[src/source/phold_pkg.sv]
`default_nettype none

package phold_pkg;

   localparam int time_wid   = 16;
   localparam int lpid_wid   = 4;   // caps NUM_LP at 16
   localparam int coreid_wid = 2;   // caps NUM_CORE at 4

   // one simulation event, queue key is {ts, lp}
   typedef struct packed {
      logic [lpid_wid-1:0] lp;
      logic [time_wid-1:0] ts;
   } lp_event_t;

   typedef struct packed {
      logic                  valid;
      logic [coreid_wid-1:0] core;   // core that got or returned the event
      lp_event_t             ev;
   } event_trace_t;

   // run states, finished only left through reset
   typedef enum logic [2:0] {
      st_idle,
      st_init,
      st_ready,
      st_running,
      st_finished
   } sim_state_t;

endpackage

`default_nettype wire
[src/source/sim_control.sv]
`timescale 1ns/1ps
`default_nettype none

module sim_control #(
   parameter int NUM_LP       = 16,
   parameter int SIM_END_TIME = 100
) (
   input  wire logic                          clk,
   input  wire logic                          rst_n,
   input  wire logic [phold_pkg::time_wid-1:0] gvt,
   output phold_pkg::sim_state_t              state,
   output logic [phold_pkg::lpid_wid-1:0]     init_lp,
   output logic                               done
);

   import phold_pkg::*;

   sim_state_t next_state;
   logic       init_last;   // final seed event this cycle

   assign init_last = (init_lp == lpid_wid'(NUM_LP - 1));

   always_comb begin
      next_state = state;
      case (state)
         st_idle:     next_state = st_init;
         st_init:     if (init_last) next_state = st_ready;
         st_ready:    next_state = st_running;
         st_running:  if (gvt > SIM_END_TIME) next_state = st_finished;
         st_finished: next_state = st_finished;   // held until reset
         default:     next_state = st_idle;
      endcase
   end

   always_ff @(posedge clk or negedge rst_n) begin
      if (!rst_n) begin
         state   <= st_idle;
         init_lp <= '0;
         done    <= 1'b0;
      end else begin
         state   <= next_state;
         init_lp <= (state == st_init) ? init_lp + 1'b1 : '0;
         done    <= (state == st_running) && (next_state == st_finished);   // single pulse
      end
   end

endmodule

`default_nettype wire

[config.mk]
export PLATFORM = sky130hd
export DESIGN_NAME = sim_control
export DESIGN_NICKNAME = d
export VERILOG_FILES = /design/src/source/phold_pkg.sv /design/src/source/sim_control.sv
export SDC_FILE = /design/constraint.sdc
export NUM_CORES = 1
export LEC_CHECK = 0
export ABC_AREA = 1
export CELL_PAD_IN_SITES_DETAIL_PLACEMENT = 2
export CELL_PAD_IN_SITES_GLOBAL_PLACEMENT = 2
export CORE_ASPECT_RATIO = 0.9
export CORE_MARGIN = 4
export CORE_UTILIZATION = 25
export CTS_CLUSTER_DIAMETER = 150
export DETAILED_ROUTE_END_ITERATION = 8
export DONT_BUFFER_PORTS = 1
export PLACE_DENSITY = 0.74
export SLEW_MARGIN = 20
export SYNTH_ARGS = -nofsm -noshare
export SYNTH_HDL_FRONTEND = slang
export SYNTH_SLANG_ARGS = --single-unit
export TNS_END_PERCENT = 50
[constraint.sdc]
create_clock -name clk -period 3.26 [get_ports clk]
set_clock_uncertainty 0.05 [all_clocks]
set_input_delay 0.326 -clock clk [delete_from_list [all_inputs] [get_ports clk]]
set_output_delay 0.326 -clock clk [all_outputs]
set_load 0.02 [all_outputs]
==> reports/metrics.yaml <==
timing.setup.tns_ns: 0
worstMarginPinSlew_ns: 0.395
placed_cells: 95
synth_top_area_frac: 0.417
start_util: 0.274
area_growth_pct: 13.0
dieArea_um2: 2690
synth.area.top_cells: "dfrtp_1 42%, nand2_1 15%, nor2_1 13%"
pin_count: 26
grt.total_usage: 0.103
hold_class: "in -> reg"
routed-via-count: 452
synth-seq-cells: 8
cts_sinks: 8
numCtsBuffers: 3
clock.fmax_mhz: 771
clock_latency_ns: 0.25
status: "complete, no violations"
post-route-period-util: 0.398
slew_violations: 0
ff2ff_setup_slack_ns: 1.96
finalHoldViolCount: 0
first_pass_iters: 4
synthArstFlopShare: 1.00
yosysSeqAreaShare: 0.417
ctsResizeCount: 0
crit_end: "state[0]$_DFF_PN0_"
power.density_nw_per_um2: 763
ys.warnings.count: 0
setup_violations: 0
synth_most_common_cell: "nand2_1"
synth_area_um2: 480
critical_path.max_fanout: 4
rows: 14
die_w_um: 54.2
synth.avg_cell_area_um2: 6.77
ff2ff_path_depth: 6
antenna_left: 0
rsz0062_at_grt: "false"
critPathLaunch: "init_lp[0]$_DFF_PN0_"
crit_type: "reg -> reg"
drc: 0
postCtsSetupBuffers: 0
endpoint_kind: "flip-flop"
grt_start_max_net_pins: 9
r2r-start: "init_lp[0]$_DFF_PN0_"
ctsRootBufferMaster: "clkbuf_4"
core_um2: 1750
timing.rr.end: "state[0]$_DFF_PN0_"
finalCriticalPeriod_ns: 1.30
clock_path_buffers: 2
synth_area_leader_cell: "dfrtp_1"
start_kind: "flip-flop"
finalWirelength_um: 1200
leakagePower_nw: 0.293
ctsHtreeMaxLevel: 1
syn_nets: 90
synth_ff_type: "dfrtp_1"
finalWorstSetupSlack_ns: 1.96
drive_gt1_frac: 0.107
final_nets: 96
io_buffers: 0
synth_edf_count: 0
dp_slack_ns: 1.96
dp_hpwl_um: 1050
gr-total-overflow: 0
grt_pass1_vias: 476
detail_route.wl_per_cell_um: 12.1
viasPerCell: 4.57
final_cells: 99
cts_tree: "yes"
globalplace.congestion: 0.788
grt_pass1_wl_um: 2030
cts.clk_slew.worst_paths_ns: 0.05
grt_antenna_before_repair: 0
ir_worst_vdd_uv: 224
n_antenna_cell: 0
max-slew-margin-rel: 0.737
max_cap_violations: 0
syn-instance-count: 71
synth.distinct_cells: 13
worst_ep_arrival_time_ns: 1.38
drt_iter0_markers: 4
synth_commonest_cells: "19 x nand2_1, 17 x nor2_1, 12 x inv_1"
fp.dieH_um: 49.6
cp.required_ns: 3.35
[cells by family after synthesis]
kind of cell             synth area share
buffers and inverters               0.109
AND/OR/NAND/NOR                     0.391
adder cells (fa/ha/maj)            0.0260
AO/OA/AOI/OAI                      0.0573
flip-flops                          0.417
[worst min-delay path by stage]
stage | from | end | slack (ns) | cells after the start
floorplan | rst_n | done$_DFF_PN0_ | -0.02 | 0
global placement | rst_n | done$_DFF_PN0_ | -0.02 | 0
detailed placement | rst_n | state[2]$_DFF_PN0_ | -0.02 | 0
CTS | gvt[8] | state[0]$_DFF_PN0_ | 0.34 | 5
global route | gvt[8] | state[0]$_DFF_PN0_ | 0.34 | 5
finish | gvt[8] | state[0]$_DFF_PN0_ | 0.34 | 5
[worst max-delay path: stages (launching register included)]
cell and delay [ns]:
dfrtp_1 0.49, ha_1 0.24, nand2_1 0.06, nor2_1 0.14, nor2_1 0.06, nor2_1 0.08, nand2_1 0.05
[layout by cell type (no fill, tap or decap), drive strengths merged]
cell type / instances
a21oi: 2
a22oi: 1
clkbuf: 3
dfrtp: 8
dlygate4sd3: 1
ha: 1
inv: 14
nand2: 19
nand3: 4
nor2: 18
nor3: 2
o21ai: 2
[routing by layer]
| metal | GRT usage | wire length (um) | vias up |
|---|---|---|---|
| li1 | - | - | 221 |
| met1 | 0.115 | 479 | 214 |
| met2 | 0.173 | 651 | 17 |
| met3 | 0.0361 | 71 | 0 |
| met4 | 0.0373 | 0 | 0 |
| met5 | 0 | 0 | - |
[power breakdown]
group	switching, mW	total (mW)	internal, mW
combinational	0.0802	0.129	0.0486
sequential	0.0802	0.214	0.134
clock	0.0296	0.0715	0.0418
total	0.190	0.414	0.224
[final cells by class]
class | instances | area [um2]
Inverter | 14 | 52.6
Tap cell | 24 | 30.0
Sequential cell | 8 | 200
Fill cell | 228 | 1210
Clock buffer | 3 | 22.5
Multi-Input combinational cell | 49 | 228
Timing Repair Buffer | 1 | 10.0
[metrics by stage]
step | utilization | power, mW | hold slack (ns) | cell area, um2
2_1_floorplan | - | 0.307 | -0.0196 | 480
3_3_place_gp | 0.291 | 0.334 | -0.0194 | 510
3_5_place_dp | 0.291 | 0.347 | -0.0194 | 510
4_1_cts | 0.310 | 0.425 | 0.338 | 543
5_1_grt | 0.310 | 0.459 | 0.340 | 543
6_report | 0.310 | 0.414 | 0.337 | 543
[sequential cells by signal, indices dropped and copies added (netlist names)]
signal   flops
init_lp      4
done         1
state        3
[repair_timing]
action	CTS	global route
setup endpoints to repair	0	0
endpoints found under the hold margin	8	0
hold buffers	1	0
Power figures use the tool's default switching activity.
