[config.mk]
export PLATFORM = sky130hd
export DESIGN_NAME = event_queue
export DESIGN_NICKNAME = d
export VERILOG_FILES = /design/src/source/phold_pkg.sv /design/src/source/event_queue.sv
export SDC_FILE = /design/constraint.sdc
export NUM_CORES = 1
export LEC_CHECK = 0
export BUFFER_PORTS_ARGS = -buffer_cell sky130_fd_sc_hd__clkbuf_2
export CORE_MARGIN = 2
export CORE_UTILIZATION = 58
export DETAILED_ROUTE_END_ITERATION = 8
export GPL_TIMING_DRIVEN = 0
export PLACE_DENSITY_LB_ADDON = 0.12
export REMOVE_ABC_BUFFERS = 1
export SLEW_MARGIN = 20
export SYNTH_ARGS = -nofsm -noshare
export SYNTH_HDL_FRONTEND = slang
export SYNTH_SLANG_ARGS = --single-unit
export TNS_END_PERCENT = 5
[constraint.sdc]
create_clock -name clk -period 3.75 [get_ports clk]
set_input_delay 0.375 -clock clk [delete_from_list [all_inputs] [get_ports clk]]
set_output_delay 0.375 -clock clk [all_outputs]
set_load 0.01 [all_outputs]
[src/source/phold_pkg.sv]
`default_nettype none

package phold_pkg;

   localparam int time_wid   = 16;
   localparam int lpid_wid   = 4;   // caps NUM_LP at 16
   localparam int coreid_wid = 2;   // caps NUM_CORE at 4

   // one simulation event, queue key is {ts, lp}
   typedef struct packed {
      logic [lpid_wid-1:0] lp;
      logic [time_wid-1:0] ts;
   } lp_event_t;

   typedef struct packed {
      logic                  valid;
      logic [coreid_wid-1:0] core;   // core that got or returned the event
      lp_event_t             ev;
   } event_trace_t;

   // run states, finished only left through reset
   typedef enum logic [2:0] {
      st_idle,
      st_init,
      st_ready,
      st_running,
      st_finished
   } sim_state_t;

endpackage

`default_nettype wire
[src/source/event_queue.sv]
`timescale 1ns/1ps
`default_nettype none

module event_queue #(
   parameter int DEPTH = 16
) (
   input  wire logic                       clk,
   input  wire logic                       rst_n,
   input  wire logic                       push,
   input  wire phold_pkg::lp_event_t       push_event,
   input  wire logic                       pop,
   output phold_pkg::lp_event_t            head,
   output logic                            empty,
   output logic                            full,
   output logic [$clog2(DEPTH+1)-1:0]      count
);

   import phold_pkg::*;

   localparam int CNT_WID = $clog2(DEPTH + 1);

   lp_event_t        entry [DEPTH];   // sorted, smallest key in slot 0
   logic [DEPTH-1:0] at_or_after;     // slot is at or above the insert point

   // time first, lp id breaks ties
   function automatic logic [time_wid+lpid_wid-1:0] key_of(input lp_event_t ev);
      return {ev.ts, ev.lp};
   endfunction

   always_comb begin
      for (int i = 0; i < DEPTH; i++) begin
         at_or_after[i] = (i >= int'(count)) ||
                          (key_of(entry[i]) > key_of(push_event));
      end
   end

   always_ff @(posedge clk) begin
      if (push && !full) begin
         if (at_or_after[0])
            entry[0] <= push_event;
         for (int i = 1; i < DEPTH; i++) begin
            if (at_or_after[i - 1])
               entry[i] <= entry[i - 1];   // larger keys move up one slot
            else if (at_or_after[i])
               entry[i] <= push_event;
         end
      end else if (pop && !empty) begin
         for (int i = 0; i < DEPTH - 1; i++)
            entry[i] <= entry[i + 1];
      end
   end

   always_ff @(posedge clk or negedge rst_n) begin
      if (!rst_n) begin
         count <= '0;
      end else if (push && !full) begin
         count <= count + 1'b1;
      end else if (pop && !empty) begin
         count <= count - 1'b1;
      end
   end

   assign head  = entry[0];
   assign empty = (count == '0);
   assign full  = (count == CNT_WID'(DEPTH));

endmodule

`default_nettype wire

==> impl_metrics.py <==
metrics = {
    "clock_network": {
        "htreeDepth": 2,
        "numCtsBuffers": 39,
        "clock_latency_ps": 570,
        "cts_tree": "done",
        "clock_sinks": 325,
        "clk_pin_slew_ps": 60,
        "root_buffer": "clkbuf_16",
        "cts_buffer_depth": 3,
    },
    "worst_setup_path": {
        "critPathLaunchType": "input pin",
        "worst-endpoint-required_ps": 4040,
        "critical_path_arrival_ps": 4030,
        "ff2ff_setup_slack_ps": 150,
        "path_class": "input pin to register",
        "worstSetupStartpoint": "push_event[14]",
        "r2r-start": "count[0]$_DFFE_PN0P_",
        "reg2reg_depth": 9,
        "worstReg2RegEnd": "entry[0][173]$_DFFE_PP_",
        "cp-end-kind": "register",
        "cp_max_fo": 23,
        "cp-endpoint": "entry[0][145]$_DFFE_PP_",
    },
    "power": {
        "cellLeakagePower_nw": 11.0,
        "vdd_drop_max_v": 0.000376,
        "pwr_density_cell_nw_per_um2": 869,
    },
    "layout": {
        "layout_common_cells": "325 x ha_1, 320 x edfxtp_1, 204 x nand2_1, 183 x a21oi_1, 134 x mux2i_1",
        "final_cells": 2827,
        "num_antenna_cells": 0,
        "fin_nets": 2624,
        "area_delta_synth_final_pct": 11.8,
        "drive_gt1_frac": 0.143,
        "final_common_cell": "ha_1",
    },
    "global_route": {
        "grt_pass1_vias": 18700,
        "antenna_found_initial": 0,
        "gr-total-overflow": 0,
        "grt_pass1_wl_um": 106000,
        "groute.usage.overall": 0.327,
        "grt_max_degree": 68,
    },
    "drt": {
        "wl_per_cell_um": 24.5,
        "drt_iter0_drc": 2268,
        "ant_nets": 0,
        "first_pass_iters": 5,
        "via_count": 19100,
        "drc": 0,
        "drt_wl_total_um": 69200,
        "vias_per_cell": 6.77,
    },
    "yosys": {
        "synth_edf_count": 320,
        "ys.warnings.count": 0,
        "synth_area_um2": 23600,
        "synth.distinct_cells": 96,
        "synth-main-ff-cell": "edfxtp_1",
        "synthArstFlopShare": 0.0154,
        "syn_inst": 2222,
        "syn_area_per_cell_um2": 10.6,
        "synth-seq-cells": 325,
        "yosysSeqAreaShare": 0.412,
    },
    "sta": {
        "finalSetupViolCount": 0,
        "max_slew_margin": 0.385,
        "fmax_mhz": 268,
        "hold_viol": 0,
        "whs_ps": 170,
        "fin_skew_ps": 15.3,
        "slew_viol_final": 0,
        "rsz0062_at_grt": "true",
        "tightestPinTransition_ps": 921,
        "min_period_ps": 3730,
        "period_share": 0.996,
    },
    "die": {
        "die_w_um": 206,
        "die_y_um": 206,
        "start_util": 0.591,
        "core_um2": 40000,
        "rows": 73,
        "die_area_um2": 42400,
        "io_pins": 51,
    },
    "place": {
        "routabilityCongestion": 0.878,
        "dpl.cell_count": 2674,
        "port_buffers": 50,
        "dp_hpwl_um": 50600,
    },
    "job": {
        "maxCapViolations": 0,
    },
    "status": {
        "status": "complete, no violations",
    },
    "hold_path": {
        "hold_path.class": "input pin to asynchronous set/reset pin",
    },
}
-- routing by layer --
layer | GRT usage | routed length [µm] | vias up
li1 | - | - | 8732
met1 | 0.469 | 30300 | 9444
met2 | 0.510 | 31500 | 846
met3 | 0.0489 | 5450 | 125
met4 | 0.104 | 2000 | 0
met5 | 0 | 0 | -
-- flip-flops by register name (all words and copies together) (netlist names) --
name,count
entry,320
count,5
-- cell usage after synthesis, types with 4 or more instances --
library cell | count | area (µm²)
buf_1 | 4 | 15.0
nand2b_1 | 4 | 25.0
o21ai_1 | 7 | 35.0
a21oi_1 | 184 | 921
edfxtp_1 | 320 | 9610
buf_4 | 27 | 203
nor2_1 | 111 | 417
a22o_1 | 39 | 342
a211oi_1 | 10 | 75.1
a211o_1 | 5 | 43.8
nand3_1 | 28 | 140
o21a_1 | 9 | 67.6
dfrtp_1 | 5 | 125
a22oi_1 | 40 | 300
nand4_1 | 68 | 425
a21boi_0 | 6 | 45.0
nor2b_1 | 22 | 138
mux2i_1 | 134 | 1340
and2_1 | 5 | 31.3
mux2_2 | 20 | 225
o211ai_1 | 11 | 82.6
buf_6 | 7 | 78.8
nor3b_1 | 5 | 37.5
a221o_1 | 24 | 240
nand2_1 | 211 | 792
inv_1 | 86 | 323
nor3_1 | 12 | 60.1
clkbuf_1 | 61 | 229
ha_1 | 325 | 4070
nor4_1 | 29 | 181
a21o_1 | 85 | 638
o221ai_1 | 65 | 569
or3_1 | 5 | 31.3
a2111oi_0 | 5 | 43.8
clkbuf_8 | 11 | 151
buf_2 | 38 | 190
o21ai_0 | 110 | 551
and4_1 | 8 | 70.1
-- kinds of logic (layout without fill, tap and decap cells) --
| group | Yosys count | count (layout) | share of synthesized area |
|---|---|---|---|
| compound gates | 637 | 637 | 0.184 |
| simple gates | 537 | 541 | 0.111 |
| fa+ha+maj | 325 | 325 | 0.172 |
| flops | 325 | 325 | 0.412 |
| buf+inv | 239 | 315 | 0.0531 |
| mux | 155 | 155 | 0.0667 |
| xor+xnor | 4 | 4 | 0.00148 |
-- repair_timing --
action,in CTS,in global routing
hold buffers,1,0
setup endpoints to repair,388,357
hold endpoints to repair,5,0
gates cloned,2,2
pin swaps,1,3
buffers inserted,64,16
resized for setup,35,29
-- how the worst min path moves through the flow --
stage                     startpoint                    to  slack, ps  depth (start not counted)
after floorplan                rst_n  count[0]$_DFFE_PN0P_         80                          0
after global placement         rst_n  count[3]$_DFFE_PN0P_        200                          1
after detailed placement       rst_n  count[3]$_DFFE_PN0P_        210                          1
after CTS                      rst_n  count[3]$_DFFE_PN0P_        160                          2
after global routing           rst_n  count[2]$_DFFE_PN0P_        170                          2
final                          rst_n  count[3]$_DFFE_PN0P_        170                          2
-- report_power, final --
group / internal (mW) / switching, mW / total, mW
clock: 2.19 / 1.61 / 3.80
combinational: 4.27 / 6.19 / 10.5
sequential: 6.93 / 1.78 / 8.71
total: 13.4 / 9.58 / 23.0
-- area by class of cell --
type                       instances  area, µm²
tap                              525        657
clock buffer                      46       1040
clock inverter                    22        185
inverter                          87        394
multi-input combinational       1662      12900
sequential                       325       9740
timing repair buffer             160       1480
fill                            3115      13600
-- metrics by stage --
stage	setup slack [ps]	setup TNS [ps]	util	power [mW]	area, µm²
final	15.4	0	0.661	23.0	26400
after global routing	-48.9	-1930	0.661	24.4	26400
after CTS	-226	-6560	0.654	22.6	26200
after detailed placement	-1790	-437770	0.606	18.5	24200
after global placement	-8750	-3675170	0.590	17.8	23600
after floorplan	-4030	-1592560	-	15.1	22700
-- critical path, stage by stage --
cell        delay [ps]
buf_2              290
clkinvlp_4         320
buf_4              230
ha_1               310
nand4_1            230
or4_1              720
a21oi_1            270
a2111oi_0          120
o21ai_2            390
nor3b_4            350
buf_6              240
o221ai_1           140
No activity file was read; power rests on OpenSTA's default activity.
