<file path="src/source/phold_pkg.sv">
`default_nettype none

package phold_pkg;

   localparam int time_wid   = 16;
   localparam int lpid_wid   = 4;   // caps NUM_LP at 16
   localparam int coreid_wid = 2;   // caps NUM_CORE at 4

   // one simulation event, queue key is {ts, lp}
   typedef struct packed {
      logic [lpid_wid-1:0] lp;
      logic [time_wid-1:0] ts;
   } lp_event_t;

   typedef struct packed {
      logic                  valid;
      logic [coreid_wid-1:0] core;   // core that got or returned the event
      lp_event_t             ev;
   } event_trace_t;

   // run states, finished only left through reset
   typedef enum logic [2:0] {
      st_idle,
      st_init,
      st_ready,
      st_running,
      st_finished
   } sim_state_t;

endpackage

`default_nettype wire
</file>
<file path="src/source/gvt_tracker.sv">
`timescale 1ns/1ps
`default_nettype none

module gvt_tracker #(
   parameter int NUM_CORE = 4
) (
   input  wire logic                     clk,
   input  wire logic                     rst_n,
   input  wire phold_pkg::sim_state_t    state,
   input  wire phold_pkg::lp_event_t     head,
   input  wire logic                     empty,
   input  wire logic [NUM_CORE-1:0]      busy,
   input  wire phold_pkg::lp_event_t     held_event [NUM_CORE],
   output logic [phold_pkg::time_wid-1:0] gvt
);

   import phold_pkg::*;

   logic [time_wid-1:0] min_ts;
   logic                min_vld;   // at least one live event seen

   // lowest timestamp over queue head and events still in cores
   always_comb begin
      min_vld = !empty;
      min_ts  = head.ts;
      for (int c = 0; c < NUM_CORE; c++) begin
         if (busy[c] && (!min_vld || held_event[c].ts < min_ts)) begin
            min_ts  = held_event[c].ts;
            min_vld = 1'b1;
         end
      end
   end

   always_ff @(posedge clk or negedge rst_n) begin
      if (!rst_n) begin
         gvt <= '0;
      end else if (state == st_running && min_vld) begin
         gvt <= min_ts;   // otherwise hold last value
      end
   end

endmodule

`default_nettype wire

</file>
<file path="config.mk">
export PLATFORM = sky130hd
export DESIGN_NAME = gvt_tracker
export DESIGN_NICKNAME = d
export VERILOG_FILES = /design/src/source/phold_pkg.sv /design/src/source/gvt_tracker.sv
export SDC_FILE = /design/constraint.sdc
export NUM_CORES = 1
export LEC_CHECK = 0
export BUFFER_PORTS_ARGS = -buffer_cell sky130_fd_sc_hd__buf_2
export CAP_MARGIN = 25
export CORE_MARGIN = 2
export CORE_UTILIZATION = 37
export DETAILED_ROUTE_END_ITERATION = 8
export GPL_TIMING_DRIVEN = 0
export SLEW_MARGIN = 30
export SYNTH_ARGS = -nofsm -noshare
export SYNTH_HDL_FRONTEND = slang
export SYNTH_SLANG_ARGS = --single-unit
</file>
<file path="constraint.sdc">
create_clock -name clk -period 0.97 [get_ports clk]
set_input_delay 0.0485 -clock clk [delete_from_list [all_inputs] [get_ports clk]]
set_output_delay 0.0485 -clock clk [all_outputs]
set_load 0.01 [all_outputs]
</file>
==> results.txt <==
The tools report the first-pass iteration count of the detailed router as 4. The final count of negative-setup-slack endpoints is 16. The number of slew-limit violations in the final report is 0, and the vias after detailed routing is 3486.

The congestion estimate from routability-driven global placement came to 0.850. The finished cells cover 5220 µm². The final-layout setup total negative slack is -105730 ps. The endpoint arrival time on the critical path is 7800 ps, and the number of DRC violations after detailed-routing iteration 0 is 83. The tools report the overall overflow remaining after global route as 0. Max-cap violations in this run came to 0. Buffers placed on the I/O ports in this run total 104. Global routing consumed, over all layers together, 21.0% of the routing resources.

The sort of element at the start of the critical path is an input port. The repair_antennas step left the layout with diodes totalling 0. The largest voltage drop on the vdd net is 0.546 mV, and the power density normalized to cell area is 1270 nW/µm².

Register name with the most flops: gvt. Clock tree skew after final layout: 0 ps. For this design, the sink count on the clock tree is 16. The final worst setup slack was -6670 ps. Summed over all layers, the routed wires come to 10.1 mm. The slew at the pin closest to its max-slew limit is 785 ps. After the last flow step, the layout net total stands at 712. In this run the deepest clock path goes through 2 buffers. The post-placement cell area is 4110 µm². The cell repeated most along the worst path is sky130_fd_sc_hd__buf_6. Entering global routing, the biggest net connects 17 pins. For the clock network latency to the later pin of the worst-skew pair, the log shows 250 ps. The run gives 3200 µm² as the summed instance area of the synthesized netlist.

The class of the most critical setup path was input port to register. The tools report the I/O pin total as 126. The run gives 0 as the count of endpoints failing hold in the final timing report. Leaving out fill and tap cells, the most frequent cells in the layout are 95 x sky130_fd_sc_hd__buf_2, 39 x sky130_fd_sc_hd__buf_4, 34 x sky130_fd_sc_hd__ha_1, 26 x sky130_fd_sc_hd__nand2_1, 26 x sky130_fd_sc_hd__inv_1. Timing analysis after detailed placement gives a worst setup slack of -7780 ps. The largest single stage delay on the critical path is 380 ps. The number of unique standard cell types used by synthesis came out at 58.

From left edge to right edge, the die measures 96.9 µm. For the leakage component of the power, the log shows 0.00241 µW. The critical-path cell with the highest stage delay is sky130_fd_sc_hd__or3_1. The biggest fanout along the worst timing path is 8, and the post-DP HPWL is 8.01 mm. The wire length of the first global-routing pass was 16.4 mm.

Relative to the synthesized area, the layout overhead comes to 63.2%. For the number of levels the H-tree was split into, the log shows 1. The largest registers in the layout are gvt (16).

Mean routed wirelength per cell: 15.6 µm. Measured against its own limit, the worst slew margin works out to 47.1%. The flow ran to the end, but the final reports show violations.

Derived from the worst setup path, the maximum achievable clock frequency is 131 MHz. TritonCTS built the clock tree. The tools report the required time of the critical path as 1130 ps. The tools report the remaining antenna violation count as 0.

The number of global-route vias before repair is 3547, and the DRC violation count after routing is 0. Dividing the detail-routed via count by the number of cells gives 5.40. Setup repair after global routing could not meet its margin everywhere. The floorplan has 33 rows. The path class of the tightest hold or removal check is input port to register.

For the area of the die, the log shows 9400 µm². For the gate count after technology mapping, the log shows 383. The synthesized area per cell is 8.34 µm², and the share of final-layout standard cells stronger than drive strength 1 is 54.7%. The run gives 699 as the total of fill cells in the finished design. Number of enable-type register cells in the synthesized netlist: 0. Clock tree synthesis selected as its root buffer the cell sky130_fd_sc_hd__clkbuf_8. The sequential share of the synthesized area is 12.5%, and the starting utilization of the core area is 38.5%. The endpoint class of the critical path is a register. Synthesis inferred 16 register bits. The Yosys step of the flow raised 0 warnings.

The final worst-path cycle share works out to 787%. The commonest non-fill, non-tap cell in the layout was sky130_fd_sc_hd__buf_2. The number of antenna violations at the first check in global routing was 0; the vertical die dimension was 96.9 µm. Clock-pin slew was measured on the worst setup and hold paths at 60 ps. The checks that failed: setup timing. The tools report the synthesized net count as 552. The register with the most flip-flops in the layout has 16 of them. The worst path in the final design needs a cycle of 7640 ps, including I/O delays and setup.

In the synthesized netlist the async set-or-reset flop fraction comes to 100%. In the synthesized netlist the dominant register cell turns out to be sky130_fd_sc_hd__dfrtp_1. The tools report the area of the core as 8300 µm². Counting the buffers created by CTS gives 3. Overall power consumption after layout is estimated at 6600 µW.
## per-stage QoR
stage	cells	util (%)	hold WS, ps
after floorplan	383	-	-247
after global placement	592	49.5	-30.3
after detailed placement	592	49.5	-22.1
after CTS	640	59.6	108
after global routing	646	62.9	124
final	646	62.9	109
## cells in the mapped netlist (2+ instances only)
cell,number,area (µm²)
sky130_fd_sc_hd__ha_1,59,738
sky130_fd_sc_hd__inv_1,38,143
sky130_fd_sc_hd__a21oi_1,34,170
sky130_fd_sc_hd__nor2_1,28,105
sky130_fd_sc_hd__nand2_1,27,101
sky130_fd_sc_hd__dfrtp_1,16,400
sky130_fd_sc_hd__a211oi_1,15,113
sky130_fd_sc_hd__mux2i_1,15,150
sky130_fd_sc_hd__nand4_1,12,75.1
sky130_fd_sc_hd__nor3_1,11,55.1
sky130_fd_sc_hd__mux2_2,10,113
sky130_fd_sc_hd__o21ai_0,10,50.1
sky130_fd_sc_hd__a21o_1,9,67.6
sky130_fd_sc_hd__o31ai_1,9,67.6
sky130_fd_sc_hd__o31ai_2,7,87.6
sky130_fd_sc_hd__clkbuf_1,6,22.5
sky130_fd_sc_hd__o21a_1,6,45.0
sky130_fd_sc_hd__a211oi_2,5,62.6
sky130_fd_sc_hd__buf_2,5,25.0
sky130_fd_sc_hd__buf_6,5,56.3
sky130_fd_sc_hd__nand3_1,5,25.0
sky130_fd_sc_hd__mux2_4,4,60.1
sky130_fd_sc_hd__nor3_2,4,40.0
sky130_fd_sc_hd__nand2b_1,3,18.8
sky130_fd_sc_hd__a211o_1,2,17.5
sky130_fd_sc_hd__a31oi_1,2,12.5
sky130_fd_sc_hd__and3_1,2,12.5
sky130_fd_sc_hd__nor2b_1,2,12.5
sky130_fd_sc_hd__nor3b_1,2,15.0
sky130_fd_sc_hd__nor4_1,2,12.5
## layer usage
layer	part of all wire, %	global-route usage, %	up-vias	wire length [µm]
met2	49	38.0	96	4940
met4	2.1	6.61	0	208
met5	0	0	-	0
met1	45	25.9	1607	4490
li1	-	-	1771	-
met3	4.2	2.17	12	419
## final timing paths
path	depth (start not counted)	startpoint	slack, ps	endpoint
min reg2reg	2	gvt[11]	480	gvt[11]
max	41	held_event[70]	-6670	gvt[8]
min	3	held_event[8]	110	gvt[8]
max reg2reg	2	gvt[0]	150	gvt[0]
min in group asynchronous	2	rst_n	230	gvt[8]
max in group asynchronous	2	rst_n	480	gvt[2]
## cell families after synthesis
| group | Yosys count | share of synthesized area (%) |
|---|---|---|
| AO/OA/AOI/OAI | 121 | 30.3 |
| adder cells (fa/ha/maj) | 59 | 23.1 |
| buffers and inverters | 54 | 7.71 |
| flip-flops | 16 | 12.5 |
| multiplexers | 29 | 10.1 |
| AND/OR/NAND/NOR | 104 | 16.3 |
## where the power goes
| group | internal (µW) | switching (µW) |
|---|---|---|
| logic | 2610 | 2520 |
| clock network | 276 | 220 |
| registers | 878 | 98.7 |
| total | 3760 | 2840 |
## timing repair
item / CTS / global route
gates resized for setup: 84 / 40
gates cloned: 3 / 1
endpoints found under the setup margin: 16 / 16
pin swaps: 48 / 36
endpoints found under the hold margin: 16 / 0
setup buffers: 41 / 6
hold buffers: 1 / 0
## final cells by class
cell class	count	area, µm²	area share, %
clock buffer	3	41.3	0.792
inverter	38	173	3.31
multi-input combinational	313	3240	62.1
sequential	16	400	7.68
timing repair buffer	156	1070	20.5
tap	105	131	2.52
buffer	15	159	3.05
## worst max-delay path, delay by kind of cell
family	cells	cell delay, ps
compound gates	16	3100
simple gates	9	1730
buf+inv	10	1320
fa+ha+maj	4	1070
mux	2	510
Power figures use the tool's default switching activity.
