### src/source/phold_pkg.sv
`default_nettype none

package phold_pkg;

   localparam int time_wid   = 16;
   localparam int lpid_wid   = 4;   // caps NUM_LP at 16
   localparam int coreid_wid = 2;   // caps NUM_CORE at 4

   // one simulation event, queue key is {ts, lp}
   typedef struct packed {
      logic [lpid_wid-1:0] lp;
      logic [time_wid-1:0] ts;
   } lp_event_t;

   typedef struct packed {
      logic                  valid;
      logic [coreid_wid-1:0] core;   // core that got or returned the event
      lp_event_t             ev;
   } event_trace_t;

   // run states, finished only left through reset
   typedef enum logic [2:0] {
      st_idle,
      st_init,
      st_ready,
      st_running,
      st_finished
   } sim_state_t;

endpackage

`default_nettype wire
### src/source/lp_core.sv
`timescale 1ns/1ps
`default_nettype none

module lp_core #(
   parameter int          PROC_CYCLES = 4,
   parameter int          DELAY_BITS  = 3,
   parameter int          NUM_LP      = 16,
   parameter logic [15:0] SEED        = 16'h5eed
) (
   input  wire logic                  clk,
   input  wire logic                  rst_n,
   input  wire logic                  dispatch_valid,
   input  wire phold_pkg::lp_event_t  dispatch_event,
   output logic                       ready,
   output logic                       child_valid,
   output phold_pkg::lp_event_t       child_event,
   input  wire logic                  child_ready,
   output logic                       busy,
   output phold_pkg::lp_event_t       held_event
);

   import phold_pkg::*;

   localparam int         CNT_WID = $clog2(PROC_CYCLES + 1);
   localparam logic [1:0] C_IDLE  = 2'd0;
   localparam logic [1:0] C_PROC  = 2'd1;
   localparam logic [1:0] C_OFFER = 2'd2;

   logic [1:0]            c_state;
   logic [CNT_WID-1:0]    cnt;      // processing cycles left
   logic [15:0]           lfsr;
   logic [DELAY_BITS-1:0] delay;

   always_ff @(posedge clk or negedge rst_n) begin
      if (!rst_n) begin
         c_state <= C_IDLE;
         cnt     <= '0;
         lfsr    <= SEED;
      end else begin
         case (c_state)
            C_IDLE: if (dispatch_valid) begin
               c_state <= C_PROC;
               cnt     <= CNT_WID'(PROC_CYCLES - 1);
               // x^16 + x^14 + x^13 + x^11 + 1, one step per event
               lfsr    <= {lfsr[14:0], lfsr[15] ^ lfsr[13] ^ lfsr[12] ^ lfsr[10]};
            end
            C_PROC: if (cnt == '0) c_state <= C_OFFER; else cnt <= cnt - 1'b1;
            C_OFFER: if (child_ready) c_state <= C_IDLE;   // child taken
            default: c_state <= C_IDLE;
         endcase
      end
   end

   always_ff @(posedge clk) begin
      if (ready && dispatch_valid)
         held_event <= dispatch_event;
   end

   // lfsr is frozen until the next dispatch, so the child stays stable
   assign delay = lfsr[lpid_wid +: DELAY_BITS];

   always_comb begin
      child_event.lp = lfsr[lpid_wid-1:0] & lpid_wid'(NUM_LP - 1);
      child_event.ts = held_event.ts + time_wid'(1) + time_wid'(delay);
   end

   assign ready       = (c_state == C_IDLE);
   assign busy        = !ready;
   assign child_valid = (c_state == C_OFFER);

endmodule

`default_nettype wire

### config.mk
export PLATFORM = sky130hd
export DESIGN_NAME = lp_core
export DESIGN_NICKNAME = d
export VERILOG_FILES = /design/src/source/phold_pkg.sv /design/src/source/lp_core.sv
export SDC_FILE = /design/constraint.sdc
export NUM_CORES = 1
export LEC_CHECK = 0
export ABC_AREA = 1
export BUFFER_PORTS_ARGS = -buffer_cell sky130_fd_sc_hd__buf_4
export CORE_UTILIZATION = 40
export DETAILED_ROUTE_END_ITERATION = 8
export GPL_TIMING_DRIVEN = 0
export HOLD_SLACK_MARGIN = 0.08
export PLACE_DENSITY_LB_ADDON = 0.1
export REMOVE_ABC_BUFFERS = 1
export SYNTH_ARGS = -nofsm -noshare
export SYNTH_HDL_FRONTEND = slang
export SYNTH_SLANG_ARGS = --single-unit
### constraint.sdc
create_clock -name clk -period 2 [get_ports clk]
set_input_delay 0.3 -clock clk [delete_from_list [all_inputs] [get_ports clk]]
set_output_delay 0.3 -clock clk [all_outputs]
set_load 0.005 [all_outputs]
==> summary.log, run 1 <==
INFO  layout         share_of_post_route_cells_with_drive_strength_above_1=42.1%
INFO  detailed_routing drt_drc_violations_left=0
INFO  cts            clock_latency_on_the_worst_skew_pair=280ps
INFO  synthesis      netlist.top_cell.by_area=sky130_fd_sc_hd__edfxtp_1
INFO  timing         timing.hold.ws=187ps
INFO  global_routing grt_util_all_layers=17.0%
INFO  synthesis      yosys.cell_types.count=25
INFO  detailed_routing first_iter_violations=77
INFO  floorplanning  die_width=73.0um
INFO  floorplanning  num_rows=25
INFO  critical_path  slowest_delay=450ps
INFO  timing         setup_violations=13
INFO  cts            clock_tree_from_tritoncts=done
INFO  placed_design  gp_congestion=0.805
INFO  synthesis      synth-seq-area-share=56.5%
INFO  global_routing largest_net_degree_at_the_start_of_global_routing=37
INFO  synthesis      synth.top_cell.area_share=29.8%
INFO  synthesis      syn_inst=212
INFO  detailed_routing wl=4.25mm
INFO  cts            clkSinkCount=41
INFO  global_routing grt_use_met2=27.5%
INFO  layout         layout-area-overhead-vs-synth=41.6%
INFO  timing         worstMarginPinSlew=386ps
INFO  floorplanning  placeableCoreArea=4790um2
INFO  cts            clkTransAtPathRegs=70ps
INFO  global_routing grt_overflow_total=0
INFO  floorplanning  floorplan.die.height=73.0um
INFO  placed_design  dp_hpwl=2.86mm
INFO  timing         timing_hold_violations_final=0
INFO  critical_path  cell_by_cell_trace_of_the_critical_path=ha_4 -> buf_4 -> nand2_4 -> a21oi_4 -> nand2_1 -> xnor2_1 -> buf_4
INFO  timing         timing.final.max_slew_violations=0
INFO  placed_design  port_buffers=66
INFO  critical_path  critical_path.slowest_cell=sky130_fd_sc_hd__edfxtp_1
INFO  run_status     violations_in_the_final_reports=setup timing
INFO  synthesis      post_synth_most_frequent_cells=72 x sky130_fd_sc_hd__nand2_1, 25 x sky130_fd_sc_hd__inv_1, 20 x sky130_fd_sc_hd__edfxtp_1, 15 x sky130_fd_sc_hd__nor2_1
INFO  global_routing grt_antenna_before_repair=0
INFO  timing         timing.final.crit_share=109%
INFO  global_routing grt_pass1_vias=1481
INFO  timing         skew=2.99ps
INFO  pwr            power.leakage=1.33nW
INFO  synthesis      syn_area=2020um2
INFO  synthesis      postSynth.asyncResetShare=51.2%
INFO  synthesis      post_synth.cell_area_avg=9.51um2
INFO  synthesis      ys_dominant_reg_cell=sky130_fd_sc_hd__edfxtp_1
INFO  critical_path  data_arrival_at_the_endpoint_of_the_critical_path=1870ps
INFO  synthesis      number_of_flops_mapped_to_enable_cells_by_yosys=20
INFO  floorplanning  boundaryPins=67
INFO  global_routing global_route_track_usage_on_met1=22.0%
INFO  timing         grt_setup_unrepaired=yes
INFO  pwr            max_rail_drop_vdd=0.869mV
INFO  cts            clk_root_buffer_cell=sky130_fd_sc_hd__clkbuf_8
INFO  hold_path      min_path_type=in -> reg
INFO  detailed_routing route.detailed.wl_per_inst=11.9um
INFO  timing         slew_headroom=74.2%
INFO  timing         fmax=0.461GHz
INFO  global_routing global_route.peak_usage_layer=met2
INFO  synthesis      ys_seq_elements=41
INFO  detailed_routing dr.pass1.iters=4
INFO  layout         fin_nets=319
INFO  synthesis      yosys_warning_total=0
INFO  detailed_routing avgViaCountPerCell=4.66
INFO  placed_design  placedInstanceArea=2540um2
INFO  cts            cts_buffers=5
INFO  layout         antenna_cells_inserted=0
INFO  critical_path  cp_max_fo=6
INFO  detailed_routing vias=1664
INFO  global_routing grt_first_pass_wirelength=6.87mm
INFO  synthesis      yosys.cell_count.top_type=sky130_fd_sc_hd__nand2_1
INFO  cts            cts.htree.levels=2
INFO  cts            cts.path.max_buffers=2
INFO  flow_run       cap_viol_max_count=0
INFO  placed_design  pre_cts_ws=-48.9ps
INFO  critical_path  setup.worst_path.start_class=flip-flop
INFO  critical_path  timing.critical_path.to_type=primary output
INFO  layout         area_of_all_placed_cells_without_fillers=2860um2
INFO  layout         fill_cells=427
INFO  global_routing gr-usage-met3=4.01%
INFO  floorplanning  initial_core_util=42.1%
INFO  timing         post-route-min-period=2170ps
INFO  floorplanning  design.die.area=5330um2
INFO  critical_path  timing.setup.critical_path_class=reg -> out
INFO  critical_path  required=1700ps
INFO  synthesis      synth_top_cells_by_area=sky130_fd_sc_hd__edfxtp_1 30%, sky130_fd_sc_hd__dfstp_2 14%, sky130_fd_sc_hd__nand2_1 13%
INFO  layout         utilization=59.7%
INFO  run_status     result_of_the_run=finished with violations
INFO  critical_path  path_common_cell=sky130_fd_sc_hd__buf_4
INFO  pwr            power_per_cell_area=1330nW/um2
INFO  timing         setup_slack=-171ps
INFO  detailed_routing final_antenna_net_count=0
-- kinds of logic (layout without fill, tap and decap cells) --
family / after synthesis / in the layout / share of synthesized area, %
XOR/XNOR: 8 / 8 / 3.47
AO/OA/AOI/OAI: 18 / 18 / 5.52
adder cells (fa/ha/maj): 6 / 6 / 4.09
flip-flops: 41 / 41 / 56.5
buffers and inverters: 32 / 110 / 7.69
AND/OR/NAND/NOR: 107 / 107 / 22.7
-- routing by layer --
| layer | share of wire (%) | vias up |
|---|---|---|
| met3 | 5.1 | 9 |
| met5 | 0 | - |
| met2 | 49 | 51 |
| met4 | 2.2 | 0 |
| li1 | - | 829 |
| met1 | 44 | 775 |
-- critical path, delay by kind of cell (launching register included) --
kind	cells	cell delay, ps
flops	1	450
compound gates	1	240
simple gates	2	170
xor+xnor	1	150
buf+inv	2	250
fa+ha+maj	1	330
-- final cells by class --
class | instances | area, um2 | area share (%)
clock buffer | 8 | 90.1 | 3.15
inverter | 26 | 109 | 3.81
multi-input combinational | 139 | 850 | 29.7
sequential | 41 | 1140 | 39.9
tap | 67 | 83.8 | 2.93
timing repair buffer | 76 | 584 | 20.5
-- through the flow --
stage	total power [W]	std cells	TNS, ps
4_1_cts	0.00360	350	-1670
3_5_place_dp	0.00291	339	-56.8
5_1_grt	0.00410	357	-2830
3_3_place_gp	0.00289	339	0
2_1_floorplan	0.00224	206	0
6_report	0.00381	357	-1350
-- state kept, by name, summed over array words and instances (netlist names) --
name and cells:
held_event 20, cnt 3, lfsr 16, c_state 2
-- path summary, 6_finish.rpt --
check / startpoint / end / slack, ps / depth (start not counted)
max reg2reg: c_state[0] / held_event[0] / 580 / 3
min: dispatch_event[5] / held_event[5] / 190 / 1
min reg2reg: lfsr[14] / lfsr[14] / 470 / 2
max in group asynchronous: rst_n / lfsr[2] / 1300 / 2
max: held_event[2] / child_event[8] / -170 / 7
min in group asynchronous: rst_n / lfsr[1] / 430 / 2
-- power by group --
group	switching, W	leakage [nW]	internal (W)
registers	0.000224	0.429	0.00125
logic	0.000909	0.851	0.000894
clock network	0.000257	0.0455	0.000281
-- cells in the final DEF, fill, tap and decap left out, drive strengths merged --
| cell type | instances |
|---|---|
| a21oi | 1 |
| buf | 75 |
| clkbuf | 8 |
| clkinvlp | 1 |
| dfrtp | 10 |
| dfstp | 11 |
| dlygate4sd3 | 1 |
| edfxtp | 20 |
| fa | 1 |
| ha | 5 |
| inv | 25 |
| nand2 | 73 |
| nand3 | 12 |
| nand3b | 1 |
| nand4 | 4 |
| nor2 | 17 |
| o21ai | 16 |
| o31ai | 1 |
| xnor2 | 3 |
| xor2 | 5 |
-- repair_timing --
item,CTS,global route
hold buffers,1,0
pin swaps,4,6
hold endpoints to repair,10,0
resized for setup,14,20
setup endpoints to repair,14,15
setup buffers,2,7
(Power assumes the default switching activity.)
==> inputs of run 2 (changes only) <==
- CORE_ASPECT_RATIO: not set -> 2
==> summary.log, run 2 (same netlist as run 1, synthesis figures left out) <==
INFO  run_status     result_of_the_run=finished with violations [unchanged]
INFO  run_status     violations_in_the_final_reports=setup timing [unchanged]
INFO  floorplanning  die_width=52.2um [was 73.0 um]
INFO  cts            clk_root_buffer_cell=sky130_fd_sc_hd__clkbuf_8 [unchanged]
INFO  timing         timing_hold_violations_final=0 [unchanged]
INFO  pwr            power_frac_seq=37.4% [was 38.6%]
INFO  timing         setup_violations=12 [was 13]
INFO  detailed_routing first_iter_violations=34 [was 77]
INFO  detailed_routing vias=1642 [was 1664]
INFO  timing         worstMarginPinSlew=386ps [about the same]
INFO  timing         setup_slack=-196ps [was -171 ps]
INFO  timing         fmax=0.455GHz [was 0.461 GHz]
INFO  timing         grt_setup_unrepaired=yes [unchanged]
INFO  layout         fin_nets=317 [was 319]
INFO  layout         final_cell_mix=71 x sky130_fd_sc_hd__buf_4, 68 x sky130_fd_sc_hd__nand2_1, 22 x sky130_fd_sc_hd__inv_1 [was 72 x sky130_fd_sc_hd__buf_4, 64 x sky130_fd_sc_hd__nand2_1, 21 x sky130_fd_sc_hd__inv_1]
INFO  timing         slew_headroom=74.2% [about the same]
INFO  critical_path  r2r_setup_slack=570ps [was 580 ps]
INFO  cts            clock_tree_from_tritoncts=done [unchanged]
INFO  floorplanning  design.die.area=5350um2 [was 5330 um2]
INFO  layout         layout-area-overhead-vs-synth=39.1% [was 41.6%]
INFO  detailed_routing drt_drc_violations_left=0 [unchanged]
INFO  placed_design  dp_hpwl=3.12mm [was 2.86 mm]
INFO  flow_run       cap_viol_max_count=0 [unchanged]
INFO  pwr            power.leakage=1.33nW [about the same]
INFO  layout         largest-register=held_event [unchanged]
INFO  timing         post-route-min-period=2200ps [was 2170 ps]
INFO  critical_path  timing.rr.end=held_event[17] [was held_event[0]]
INFO  critical_path  required=1700ps [about the same]
INFO  critical_path  cp_max_fo=2 [was 6]
INFO  global_routing grt_util_all_layers=17.8% [was 17.0%]
INFO  global_routing grt_first_pass_wirelength=6.81mm [was 6.87 mm]
INFO  floorplanning  placeableCoreArea=4860um2 [was 4790 um2]
INFO  cts            cts_buffers=5 [unchanged]
INFO  hold_path      holdPathStages=1 [unchanged]
INFO  layout         final_cell_count_no_fill=345 [was 357]
INFO  layout         biggestRegsByFlops=held_event x20, lfsr x16, cnt x3 [unchanged]
INFO  pwr            combinationalPowerShare=42.5% [was 47.3%]
INFO  detailed_routing wl=4.38mm [was 4.25 mm]
INFO  floorplanning  num_rows=36 [was 25]
INFO  layout         antenna_cells_inserted=0 [unchanged]
INFO  critical_path  worst_r2r_startpoint=c_state[0] [unchanged]
INFO  cts            clock_latency_on_the_worst_skew_pair=290ps [was 280 ps]
INFO  cts            cts.htree.levels=2 [unchanged]
INFO  critical_path  timing.critical_path.to=child_event[2] [was child_event[8]]
INFO  cts            cts.path.max_buffers=2 [unchanged]
INFO  critical_path  worst_setup_path_startpoint=held_event[0] [was held_event[2]]
INFO  floorplanning  boundaryPins=67 [unchanged]
INFO  detailed_routing avgViaCountPerCell=4.76 [was 4.66]
INFO  global_routing grt_pass1_vias=1515 [was 1481]
INFO  pwr            power_per_cell_area=1400nW/um2 [was 1330 nW/um2]
INFO  cts            clkSinkCount=41 [unchanged]
INFO  critical_path  timing.setup.critical_path_class=reg -> out [unchanged]
INFO  layout         largest_reg_flops=20 [unchanged]
INFO  pwr            switching_power=0.00136W [was 0.00139 W]
INFO  detailed_routing route.detailed.wl_per_inst=12.7um [was 11.9 um]
INFO  pwr            max_rail_drop_vdd=1.54mV [was 0.869 mV]
INFO  pwr            power.internal=0.00257W [was 0.00242 W]
INFO  critical_path  timing.critical_path.to_type=primary output [unchanged]
INFO  timing         timing.final.max_slew_violations=0 [unchanged]
INFO  global_routing largest_net_degree_at_the_start_of_global_routing=37 [unchanged]
INFO  placed_design  numPlacedInstances=329 [was 339]
INFO  timing         timing.final.crit_share=110% [was 109%]
INFO  timing         skew=3.53ps [was 2.99 ps]
INFO  layout         mostFrequentLayoutCell=sky130_fd_sc_hd__buf_4 [unchanged]
INFO  hold_path      min_path_type=in -> reg [unchanged]
INFO  cts            clkTransAtPathRegs=80ps [was 70 ps]
INFO  global_routing grt_overflow_total=0 [unchanged]
INFO  critical_path  setup.worst_path.start_class=flip-flop [unchanged]
INFO  pwr            clockPowerShare=20.1% [was 14.1%]
INFO  pwr            totalPowerFinal=0.00392W [was 0.00381 W]
INFO  placed_design  gp_congestion=0.759 [was 0.805]
INFO  critical_path  r2r_cells=3 [unchanged]
INFO  layout         share_of_post_route_cells_with_drive_strength_above_1=39.2% [was 42.1%]
INFO  floorplanning  initial_core_util=41.5% [was 42.1%]
INFO  pwr            switching_share=34.6% [was 36.5%]
INFO  global_routing grt_antenna_before_repair=0 [unchanged]
INFO  placed_design  port_buffers=66 [unchanged]
INFO  floorplanning  floorplan.die.height=102um [was 73.0 um]
INFO  critical_path  data_arrival_at_the_endpoint_of_the_critical_path=1900ps [was 1870 ps]
INFO  detailed_routing dr.pass1.iters=4 [unchanged]
INFO  placed_design  pre_cts_ws=-9.97ps [was -48.9 ps]
INFO  detailed_routing final_antenna_net_count=0 [unchanged]
==> run 2: power by group through the flow <==
| stage | clock network [W] | registers, W | logic (W) |
|---|---|---|---|
| 6_report | 0.000787 | 0.00147 | 0.00167 |
| 5_1_grt | 0.000837 | 0.00151 | 0.00186 |
| 4_1_cts | 0.000813 | 0.00146 | 0.00159 |
| 3_5_place_dp | 0 | 0.00147 | 0.00145 |
| 3_3_place_gp | 0 | 0.00147 | 0.00143 |
| 2_1_floorplan | 0 | 0.00144 | 0.000804 |
==> run 2: what timing repair did <==
item                                   4_1_cts  5_1_grt
setup buffers                                4        3
endpoints found under the hold margin       10        0
pin swaps                                   11        7
gates resized for setup                     13        7
hold buffers                                 1        0
setup endpoints to repair                   14       14
==> run 2: how the worst min path moves through the flow <==
stage	from	endpoint	slack (ps)
after floorplan	rst_n	c_state[0]	4
final	dispatch_event[1]	held_event[1]	180
after global placement	rst_n	lfsr[1]	200
after global routing	dispatch_event[8]	held_event[8]	160
after CTS	dispatch_event[19]	held_event[19]	160
after detailed placement	rst_n	lfsr[1]	200
==> run 2: layout make-up <==
cell class | count | area, um2
Tap cell | 57 | 71.3
Fill cell | 428 | 2060
Clock buffer | 5 | 68.8
Clock inverter | 3 | 65.1
Multi-Input combinational cell | 139 | 790
Inverter | 26 | 105
Timing Repair Buffer | 74 | 566
Sequential cell | 41 | 1140
==> run 2: per-layer routing <==
layer | track usage, % | part of all wire, % | up-vias | wire [um]
met5 | 0 | 0 | - | 0
met3 | 2.83 | 4.5 | 12 | 199
met2 | 32.3 | 56 | 49 | 2450
met1 | 18.4 | 36 | 760 | 1590
met4 | 10.3 | 3.3 | 0 | 143
li1 | - | - | 821 | -
==> run 2: critical path: stages, from the launching register on <==
cell and delay [ps]:
sky130_fd_sc_hd__edfxtp_1 410, sky130_fd_sc_hd__inv_2 80, sky130_fd_sc_hd__ha_4 140, sky130_fd_sc_hd__inv_4 40
sky130_fd_sc_hd__fa_2 380, sky130_fd_sc_hd__buf_4 150, sky130_fd_sc_hd__buf_4 120, sky130_fd_sc_hd__xor2_1 140
sky130_fd_sc_hd__buf_4 140
==> run 2: per-stage QoR <==
step	utilization [%]	cell area [um2]	TNS (ps)	hold WS, ps
global route	57.7	2810	-2760	163
floorplan	-	1960	0	4.41
CTS	56.7	2760	-1520	164
finish	57.7	2810	-1410	176
global placement	52.0	2530	0	199
detailed placement	52.0	2530	-9.97	199
